**config.mk**
```make
export PLATFORM = sky130hd
export DESIGN_NAME = mem_test_engine
export DESIGN_NICKNAME = d
export VERILOG_FILES = /design/src/hdl/mem_test_pkg.sv /design/src/hdl/engine_csr.sv /design/src/hdl/mem_test_engine.sv /design/src/hdl/rd_req_gen.sv /design/src/hdl/rd_rsp_check.sv
export SDC_FILE = /design/constraint.sdc
export NUM_CORES = 1
export LEC_CHECK = 0
export ABC_CLOCK_PERIOD_IN_PS = 3750
export BUFFER_PORTS_ARGS = -buffer_cell sky130_fd_sc_hd__buf_2
export CAP_MARGIN = 0
export CORE_AREA = 5 5 280 282
export CTS_CLUSTER_SIZE = 12
export DETAILED_ROUTE_END_ITERATION = 12
export DIE_AREA = 0 0 285 287
export GPL_TIMING_DRIVEN = 0
export HOLD_SLACK_MARGIN = 0.03
export SYNTH_ARGS = -nofsm -noshare
export SYNTH_HDL_FRONTEND = slang
export SYNTH_SLANG_ARGS = --single-unit
```
**constraint.sdc**
```tcl
create_clock -name clk -period 3.75 [get_ports clk]
set_input_delay 0.9375 -clock clk [delete_from_list [all_inputs] [get_ports clk]]
set_output_delay 0.9375 -clock clk [all_outputs]
set_load 0.05 [all_outputs]
```
**src/hdl/mem_test_pkg.sv**
```systemverilog
// Shared types for the read test engine; burst code 3 is illegal, offsets are 32-bit line units
package mem_test_pkg;

    // ======================================================================
    // Widths
    // ======================================================================
    localparam int ADDR_WIDTH      = 42;
    localparam int DATA_WIDTH      = 512;
    localparam int OFFSET_WIDTH    = 32;
    localparam int COUNTER_WIDTH   = 48;
    localparam int TAG_WIDTH       = 8;
    localparam int CSR_IDX_WIDTH   = 4;
    localparam int MAX_BURST_LINES = 4;

    typedef logic [ADDR_WIDTH-1:0]    addr_t;
    typedef logic [OFFSET_WIDTH-1:0]  offset_t;
    typedef logic [COUNTER_WIDTH-1:0] counter_t;
    typedef logic [TAG_WIDTH-1:0]     tag_t;
    typedef logic [DATA_WIDTH-1:0]    line_t;
    typedef logic [15:0]              num_bursts_t;

    // Burst encoding, code 3 never issued
    typedef enum logic [1:0] {burst_1 = 2'd0, burst_2 = 2'd1, burst_4 = 2'd2} burst_len_e;

    // Writable configuration registers
    typedef enum logic [CSR_IDX_WIDTH-1:0] {
        cfg_rd_base = 4'd0, cfg_rd_ctrl = 4'd2, cfg_addr_mask = 4'd4
    } cfg_idx_e;

    // Readable status words
    typedef enum logic [CSR_IDX_WIDTH-1:0] {
        stat_config = 4'd0, stat_rd_bursts = 4'd1, stat_rd_lines = 4'd2, stat_rd_check = 4'd5
    } stat_idx_e;

    // ======================================================================
    // Bundles
    // ======================================================================
    typedef struct packed {logic valid; logic [CSR_IDX_WIDTH-1:0] idx; logic [63:0] data;} csr_wr_t;

    typedef struct packed {
        addr_t base; offset_t start_offset; offset_t mask; burst_len_e burst;
        num_bursts_t num_bursts;
    } rd_cfg_t;

    typedef struct packed {logic valid; addr_t addr; burst_len_e burst; tag_t tag;} rd_req_t;
    typedef struct packed {logic valid; tag_t tag; line_t data;} rd_rsp_t;

    typedef struct packed {
        counter_t bursts_req; counter_t lines_resp; logic [31:0] sum; logic [31:0] hash;
    } rd_status_t;

endpackage

```
**src/hdl/engine_csr.sv**
```systemverilog
// Writes to unlisted indices are dropped and unlisted status indices read zero
module engine_csr
(
    input  logic                     clk,
    input  logic                     reset_n,
    input  mem_test_pkg::csr_wr_t    csr_wr,
    input  mem_test_pkg::stat_idx_e  stat_idx,
    input  mem_test_pkg::rd_status_t status,
    input  logic                     run,
    input  logic                     in_reset,
    input  logic                     active,
    output mem_test_pkg::rd_cfg_t    rd_cfg,
    output logic [63:0]              stat_data
);
    import mem_test_pkg::*;

    // ======================================================================
    // Configuration writes
    // ======================================================================

    // Register 0 is the base, 2 the control word, 4 the offset mask
    always_ff @(posedge clk)
    begin
        if (!reset_n)
        begin
            rd_cfg.base <= '0;
            rd_cfg.start_offset <= '0;
            // Full mask so offsets never wrap until software narrows it
            rd_cfg.mask <= '1;
            rd_cfg.burst <= burst_1;
            rd_cfg.num_bursts <= '0;
        end
        else if (csr_wr.valid)
        begin
            case (csr_wr.idx)
                cfg_rd_base:
                begin
                    rd_cfg.base <= addr_t'(csr_wr.data);
                end
                cfg_rd_ctrl:
                begin
                    // Count in 47:32, offset in 31:16, burst code in 1:0
                    rd_cfg.num_bursts <= csr_wr.data[47:32];
                    rd_cfg.start_offset <= offset_t'(csr_wr.data[31:16]);
                    rd_cfg.burst <= burst_len_e'(csr_wr.data[1:0]);
                end
                cfg_addr_mask:
                begin
                    rd_cfg.mask <= offset_t'(csr_wr.data);
                end
                default:
                begin
                    // Nothing else is writable
                end
            endcase
        end
    end

    // ======================================================================
    // Status read mux, same-cycle
    // ======================================================================
    always_comb
    begin
        case (stat_idx)
            // Engine state bits, mask width and largest burst
            stat_config: stat_data = {29'h0, active, run, in_reset, 16'(OFFSET_WIDTH),
                                      1'b0, 15'(MAX_BURST_LINES)};
            stat_rd_bursts: stat_data = 64'(status.bursts_req);
            stat_rd_lines: stat_data = 64'(status.lines_resp);
            // Sum high, hash low
            stat_rd_check: stat_data = {status.sum, status.hash};
            default: stat_data = 64'h0;
        endcase
    end

endmodule

```
**src/hdl/mem_test_engine.sv**
```systemverilog
// Read-only test engine; no write path, and the memory may not stall an issued request
module mem_test_engine
(
    input  logic                    clk,
    input  logic                    reset_n,
    input  mem_test_pkg::csr_wr_t   csr_wr,
    input  mem_test_pkg::stat_idx_e stat_idx,
    output logic [63:0]             stat_data,
    input  logic                    state_reset,
    input  logic                    state_run,
    input  logic                    rd_almost_full,
    output mem_test_pkg::rd_req_t   rd_req,
    input  mem_test_pkg::rd_rsp_t   rd_rsp,
    output logic                    active
);
    import mem_test_pkg::*;

    rd_cfg_t    rd_cfg;
    rd_status_t status;
    logic       run;
    logic       in_reset;
    logic       done;
    counter_t   bursts_req;
    counter_t   lines_req;
    counter_t   lines_resp;
    logic [31:0] sum;
    logic [31:0] hash;

    // Configuration and status port
    engine_csr csr (.clk, .reset_n, .csr_wr, .stat_idx, .status, .run, .in_reset,
                    .active, .rd_cfg, .stat_data);

    // Request producer
    rd_req_gen req_gen (.clk, .reset_n, .rd_cfg, .state_reset, .state_run, .rd_almost_full,
                        .rd_req, .run, .in_reset, .done, .bursts_req, .lines_req);

    // Response consumer, cleared by the registered reset level
    rd_rsp_check rsp_check (.clk, .reset_n, .clear(in_reset), .rd_rsp, .sum, .hash,
                            .lines_resp);

    assign status = '{bursts_req: bursts_req, lines_resp: lines_resp, sum: sum, hash: hash};

    // ======================================================================
    // Engine state
    // ======================================================================

    // Busy while issuing or while lines are still outstanding
    always_ff @(posedge clk)
    begin
        if (!reset_n)
            active <= 1'b0;
        else
            active <= (run && !done) || (lines_req != lines_resp);
    end

endmodule

```
**src/hdl/rd_req_gen.sv**
```systemverilog
// Memory must accept every valid request; base plus offset is a plain add, no alignment check
module rd_req_gen
(
    input  logic                   clk,
    input  logic                   reset_n,
    input  mem_test_pkg::rd_cfg_t  rd_cfg,
    input  logic                   state_reset,
    input  logic                   state_run,
    input  logic                   rd_almost_full,
    output mem_test_pkg::rd_req_t  rd_req,
    output logic                   run,
    output logic                   in_reset,
    output logic                   done,
    output mem_test_pkg::counter_t bursts_req,
    output mem_test_pkg::counter_t lines_req
);
    import mem_test_pkg::*;

    offset_t     offset;
    num_bursts_t bursts_left;
    logic        unlimited;
    tag_t        tag;
    logic        issue;

    // Lines covered by one burst code; the illegal code counts as one
    function automatic offset_t burst_lines(burst_len_e b);
        case (b)
            burst_2: return offset_t'(2);
            burst_4: return offset_t'(4);
            default: return offset_t'(1);
        endcase
    endfunction

    // Control levels sampled once before use
    always_ff @(posedge clk)
    begin
        if (!reset_n)
        begin
            run <= 1'b0;
            in_reset <= 1'b0;
        end
        else
        begin
            run <= state_run;
            in_reset <= state_reset;
        end
    end

    // Request decision, almost-full taken straight from the memory
    assign issue = run && !done && !rd_almost_full;

    // ======================================================================
    // Request register
    // ======================================================================
    always_ff @(posedge clk)
    begin
        rd_req.addr <= rd_cfg.base + addr_t'(offset);
        rd_req.burst <= rd_cfg.burst;
        rd_req.tag <= tag;
        if (!reset_n)
            rd_req.valid <= 1'b0;
        else
            rd_req.valid <= issue;
    end

    // Offset, countdown and tag move on the same edge that sets valid
    always_ff @(posedge clk)
    begin
        if (!reset_n)
        begin
            done <= 1'b1;
            offset <= '0;
            bursts_left <= '0;
            unlimited <= 1'b0;
            tag <= '0;
        end
        else if (in_reset)
        begin
            // Zero base keeps the engine idle
            done <= (rd_cfg.base == addr_t'(0));
            offset <= rd_cfg.start_offset;
            bursts_left <= rd_cfg.num_bursts;
            unlimited <= (rd_cfg.num_bursts == num_bursts_t'(0));
            tag <= '0;
        end
        else if (issue)
        begin
            done <= !unlimited && (bursts_left == num_bursts_t'(1));
            offset <= (offset + burst_lines(rd_cfg.burst)) & rd_cfg.mask;
            bursts_left <= bursts_left - num_bursts_t'(1);
            tag <= tag + tag_t'(1);
        end
    end

    // Issued bursts and lines, counted off the registered request
    always_ff @(posedge clk)
    begin
        if (!reset_n || in_reset)
        begin
            bursts_req <= '0;
            lines_req <= '0;
        end
        else if (rd_req.valid)
        begin
            bursts_req <= bursts_req + counter_t'(1);
            lines_req <= lines_req + counter_t'(burst_lines(rd_req.burst));
        end
    end

endmodule

```
**src/hdl/rd_rsp_check.sv**
```systemverilog
// Only the top and bottom 16 data bits of each line are checked; response tags are not
module rd_rsp_check
(
    input  logic                   clk,
    input  logic                   reset_n,
    input  logic                   clear,
    input  mem_test_pkg::rd_rsp_t  rd_rsp,
    output logic [31:0]            sum,
    output logic [31:0]            hash,
    output mem_test_pkg::counter_t lines_resp
);
    import mem_test_pkg::*;

    // Registered response stage
    logic        rsp_en;
    logic [31:0] rsp_word;

    // ======================================================================
    // Input stage
    // ======================================================================

    // Strobe is control, cleared at reset
    always_ff @(posedge clk)
    begin
        if (!reset_n)
            rsp_en <= 1'b0;
        else
            rsp_en <= rd_rsp.valid;
    end

    // High 16 bits of the line in the upper half, low 16 in the lower half
    always_ff @(posedge clk)
    begin
        rsp_word <= {rd_rsp.data[DATA_WIDTH-1 -: 16], rd_rsp.data[15:0]};
    end

    // ======================================================================
    // Fold and count
    // ======================================================================

    // Sum is order-free, hash catches reordering
    always_ff @(posedge clk)
    begin
        if (!reset_n || clear)
        begin
            sum <= 32'h0;
            hash <= 32'h0;
        end
        else if (rsp_en)
        begin
            sum <= sum + rsp_word;
            // Rotate left one, then XOR in the new word
            hash <= {hash[30:0], hash[31]} ^ rsp_word;
        end
    end

    // Line count tracks the fold so it agrees with the check word
    always_ff @(posedge clk)
    begin
        if (!reset_n || clear)
            lines_resp <= '0;
        else if (rsp_en)
            lines_resp <= lines_resp + counter_t'(1);
    end

endmodule

```
# Yosys cells after proc, flatten, opt, wreduce, memory -nomap -nowiden
# Index checks and enable logic that the tools add are counted.
[op_classes] add_sub_neg=8 eq_ne=11 mux=14 bitwise_logic=3 n_reduce_logical=18
[op_table] operator="one-hot mux 64 bit (4 select lines)" n=1
[op_table] operator="two-way mux 32 bit" n=7
[op_table] operator="adder 48 x 1 -> 48 bit, second input constant" n=2
[op_table] operator="adder 32 bit" n=2
[op_table] operator="adder 48 x 32 -> 48 bit" n=1
[op_table] operator="!= test 48 bit" n=1
[op_table] operator="adder 42 x 32 -> 42 bit" n=1
[op_table] operator="logical NOT 42 bit" n=1
[op_table] operator="AND 32 bit" n=1
[op_table] operator="two-way mux 16 bit" n=2
[op_table] operator="bitwise XOR 32 bit" n=1
[op_table] operator="equality test 16 x 1 -> 1 bit, second input constant" n=1
[op_table] operator="logical NOT 16 bit" n=1
[op_table] operator="subtractor 16 x 1 -> 16 bit, second input constant" n=1
[op_table] operator="one-hot mux 3 bit (2 select lines)" n=2
[op_table] operator="adder 8 x 1 -> 8 bit, second input constant" n=1
[op_table] operator="equality test 4 x 2 -> 1 bit, second input constant" n=2
[op_table] operator="equality test 4 x 3 -> 1 bit, second input constant" n=2
[op_table] operator="logical NOT 4 bit" n=2
[op_table] operator="AND reduction 2 bit" n=3
[op_table] operator="equality test 2 x 1 -> 1 bit, second input constant" n=2
[op_table] operator="equality test 2 bit, second input constant" n=2
[op_table] operator="equality test 4 x 1 -> 1 bit, second input constant" n=1
[op_table] operator="logical NOT 1 bit" n=4
[op_table] operator="6 further kinds" n=10
[word_totals] reg_bits=463 input_bits=599 output_inout_bits=118 word_cells=78

# Longest topological paths before layout
[depth] word_depth=10 ltp_mapped=12 mapped_depth_nobuf=12

# Hierarchy
# Synthesis repeated with hierarchy kept, for this count alone.
[unflattened] cells_unflattened=2798 area_unflattened_um2=24050.6
[by_module_without_submodules] module="rd_req_gen" n_inst=1 cells_per_inst=1330 area_per_inst_um2=11081.9 seq_area_each_um2=4184.0
[by_module_without_submodules] module="rd_rsp_check" n_inst=1 cells_per_inst=752 area_per_inst_um2=6930.4 seq_area_each_um2=2902.8
[by_module_without_submodules] module="engine_csr" n_inst=1 cells_per_inst=649 area_per_inst_um2=5477.8 seq_area_each_um2=2162.1
[by_module_without_submodules] module="mem_test_engine" n_inst=1 cells_per_inst=67 area_per_inst_um2=560.5 seq_area_each_um2=20.0

# Worst setup path before layout
# Ideal clock, no wire load.
[synth_timing] path_type="in2out" startpoint="input port stat_idx[1]" endpoint="output port stat_data[11]" arrival_time_ns=2.573 required_ns=2.812 setup_slack_ns=0.239 path_stages=6 n_path_buf=3 path_cell_list="clkbuf_1 nor4b_1 clkbuf_1 clkbuf_1 a222oi_1 inv_1"
[synth_between] elab_chain_len=2 word_cells_on_any_way=5 cone_classes="3 x eq/ne; 1 x mux; 1 x reduce/logical"
[synth_lines] element="start: declaration" line="mem_test_engine.sv:7" text="input mem_test_pkg::stat_idx_e stat_idx,"
[synth_lines] element="equality test 4 x 3 -> 1 bit (tied with other cells)" line="engine_csr.sv:64" text="case (stat_idx)"
[synth_lines] element="one-hot mux 64 bit (4 select lines) *" line="engine_csr.sv:64"
[synth_lines] element="end: declaration" line="mem_test_engine.sv:8" text="output logic [63:0] stat_data,"
# Every way passes the cells marked *; elsewhere a longest branch is shown, timed or not.

# Worst setup path after layout
[layout_timing] startpoint="input port stat_idx[0]" endpoint="output port stat_data[45]"
# The elaborated chain is that of the path after synthesis.

==> results.json <==
{
  "status": "finished clean",
  "fillers": 7850,
  "slew_violations": 0,
  "clk_path_buf_depth": 3,
  "synthCells": 2724,
  "cp.arrival_ns": 2.81,
  "start_kind": "primary input",
  "area.growth.synth_to_final_pct": 18.55,
  "num_vias": 20770,
  "routed_wl_microns": 79920,
  "worst_pin_slew_ns": 1.212,
  "drc": 0,
  "critPathLaunch": "stat_idx[0]",
  "setup_viol": 0,
  "fp.dieW_microns": 285,
  "crit_path_end_kind": "output port",
  "dieArea_sq_um": 81800,
  "post-route-period-util_pct": 99.83,
  "routedWlPerCell_microns": 19.91,
  "first_global_vias": 19460,
  "cellLeakagePower_nw": 11.03,
  "r2r_slack_ns": 0.34,
  "ant_nets": 0,
  "track_usage_pct": 18.68,
  "cts_buffers": 54,
  "max_cap_violations": 0,
  "cp_data_required_time_ns": 2.81,
  "synth_nets": 3405,
  "min_period_ns": 3.744,
  "ir_drop_v": 0.0003273,
  "ys_async_sr_fraction_pct": 0,
  "root_buffer": "clkbuf_16",
  "reg2reg_to": "req_gen.offset[30]",
  "critPathMaxFanout": 10,
  "antenna_found_initial": 3,
  "synth-edff-count": 0,
  "overflow": 0,
  "insertion_delay_ns": 0.64,
  "netlist_area_sq_um": 22830,
  "clock_skew_ns": 0.05282,
  "clkSlewWorstSetupHoldPaths_ns": 0.05,
  "seq_area_frac_synth_pct": 40.61,
  "initial_core_util_pct": 30.26,
  "die_h_microns": 287,
  "hold_path.class": "reg2reg",
  "fmax_mhz": 267.1,
  "crit_type": "in2out",
  "viasPerCell": 5.173,
  "drt-pass1-iter-count": 9,
  "ys_warn_count": 0,
  "rows": 101,
  "ioPinCount": 717,
  "ys.flop_type": "dfxtp_1",
  "drive_above_1_share_pct": 11.57,
  "place_congestion": 0.9644,
  "endpoint": "stat_data[45]",
  "synth_seq_cells": 463,
  "first_iter_violations": 1993,
  "cts.hold.buffers_added": 0,
  "coreArea_sq_um": 75440,
  "reg2reg_depth": 12,
  "hold_viol": 0,
  "grt_max_degree": 17,
  "whs_ns": 0.3792,
  "port_buffers": 211,
  "fin_setup_tns_ns": 0,
  "tritoncts": "built",
  "grt_pass1_wl_microns": 119500,
  "worstReg2RegStart": "csr.rd_cfg[16]",
  "relSlewSlack_pct": 19.21,
  "p_per_area_nw_per_um2": 431.8,
  "dp_hpwl_microns": 62270,
  "htreeDepth": 2,
  "ys_types": 76,
  "layout.nets": 3671,
  "cts_sinks": 463,
  "whs_path_depth": 0,
  "rsz0062_at_grt": "no",
  "synth_area_per_cell_sq_um": 8.380
}
-- kinds of logic after synthesis --
kind of cell             after synthesis  share of synthesized area [%]
AO/OA/AOI/OAI                        536                          16.30
XOR/XNOR                             267                          10.24
adder cells (fa/ha/maj)               82                          4.626
buffers and inverters                238                          3.930
flip-flops                           463                          40.61
multiplexers                          37                          1.677
AND/OR/NAND/NOR                     1101                          22.62
-- per-stage QoR --
step	total power, mW	setup WS [ns]	std cells	util, %	area [sq um]
after floorplan	5.839	0.2393	2724	-	22830
after detailed placement	6.206	-0.5777	3913	33.29	25110
after global placement	6.201	-0.5938	3913	33.28	25110
after CTS	11.79	0.05256	4013	35.85	27040
final	11.68	0.006327	4014	35.87	27060
after global routing	12.10	0.004903	4013	35.87	27060
-- power breakdown --
part / internal, mW / switching, mW
Combinational: 0.323 / 0.619
Clock: 3.32 / 2.25
Sequential: 5.04 / 0.138
Total: 8.68 / 3.01
-- synth_stat cells, types with 9 or more instances --
| cell | number | share of area, % |
|---|---|---|
| dfxtp_1 | 463 | 41 |
| nand2_1 | 373 | 6.1 |
| nor2_1 | 282 | 4.6 |
| xnor2_1 | 142 | 5.4 |
| clkbuf_1 | 133 | 2.2 |
| xor2_1 | 125 | 4.8 |
| nand3_1 | 120 | 2.6 |
| a21oi_1 | 108 | 2.4 |
| o21ai_0 | 98 | 2.1 |
| inv_1 | 97 | 1.6 |
| a21boi_0 | 80 | 2.6 |
| ha_1 | 78 | 4.3 |
| nand4_1 | 55 | 1.5 |
| and2_1 | 45 | 1.2 |
| a222oi_1 | 44 | 1.9 |
| a211oi_1 | 43 | 1.4 |
| nor3_1 | 42 | 0.92 |
| and3_1 | 39 | 1.1 |
| or3_1 | 35 | 0.96 |
| nor4_1 | 29 | 0.79 |
| a21o_1 | 28 | 0.92 |
| mux2i_1 | 27 | 1.2 |
| nor2b_1 | 22 | 0.60 |
| o211a_1 | 16 | 0.70 |
| and4_1 | 15 | 0.58 |
| o211ai_1 | 14 | 0.46 |
| a22oi_1 | 13 | 0.43 |
| a31oi_1 | 13 | 0.36 |
| a221o_1 | 11 | 0.48 |
| mux2_2 | 10 | 0.49 |
| o21bai_1 | 10 | 0.33 |
| o21a_1 | 9 | 0.30 |
| o31ai_1 | 9 | 0.30 |
-- critical path: stages --
cell	delay [ns]
buf_2	0.13
or3_1	0.50
nor2_2	0.30
clkbuf_2	0.34
a222oi_1	0.14
inv_1	0.16
buf_2	0.29
-- sequential cells by signal (all words and copies together) (netlist names) --
name,flops
req_gen.run,1
req_gen.bursts_req,48
req_gen.in_reset,1
active,1
req_gen.tag,8
rsp_check.lines_resp,48
rsp_check.rsp_en,1
rsp_check.hash,32
req_gen.lines_req,48
req_gen.rd_req,53
req_gen.offset,32
req_gen.done,1
rsp_check.sum,32
req_gen.bursts_left,16
req_gen.unlimited,1
rsp_check.rsp_word,32
csr.rd_cfg,108
-- worst min-delay path by stage --
stage              startpoint                end  slack [ns]
6_report       req_gen.tag[5]  req_gen.rd_req[5]        0.38
5_1_grt        req_gen.tag[5]  req_gen.rd_req[5]        0.39
4_1_cts        req_gen.tag[5]  req_gen.rd_req[5]        0.38
3_5_place_dp   req_gen.tag[7]  req_gen.rd_req[7]        0.37
3_3_place_gp   req_gen.tag[7]  req_gen.rd_req[7]        0.37
2_1_floorplan  req_gen.tag[7]  req_gen.rd_req[7]        0.35
-- layer usage --
metal | up-vias | part of all wire, % | GRT usage, %
met4 | 2 | 3.7 | 6.283
met5 | - | 0.0088 | 0
met3 | 156 | 6.4 | 2.958
li1 | 10070 | - | -
met1 | 9839 | 45 | 25.53
met2 | 701 | 45 | 30.22
-- cell usage in the layout (no fill, tap or decap), types with 13 or more instances in the layout --
cell       count
o21ai_0       98
a22oi_1       13
clkbuf_16     54
nor2_1       281
a21boi_0      80
and3_1        39
a211oi_1      43
nand2_1      373
a31oi_1       13
and4_1        15
xor2_1       125
mux2i_1       27
dfxtp_1      463
xnor2_1      142
o211ai_1      14
a21oi_1      108
nor2b_1       21
buf_2        213
o211a_1       16
nand4_1       55
nor4_1        28
or3_1         35
a222oi_1      44
clkbuf_1     130
a21o_1        28
and2_1        45
nor3_1        42
ha_1          78
inv_1         97
nand3_1      120
-- cell type report --
cell class	instances	area (sq um)	area share (%)
repair buffers	211	1059	3.912
plain buffers	139	549.3	2.030
flip-flops and latches	463	9269	34.25
inverters	98	367.9	1.359
diodes	1	2.502	0.009247
clock inverters	24	336.6	1.244
multi-input cells	2023	12700	46.92
clock buffers	77	1558	5.756
well taps	978	1224	4.522
-- what timing repair did --
item	4_1_cts	5_1_grt
resized for setup	20	5
endpoints found under the setup margin	62	15
pin swaps	1	2
buffers inserted	0	0
hold endpoints to repair	0	0
Power figures use the tool's default switching activity.
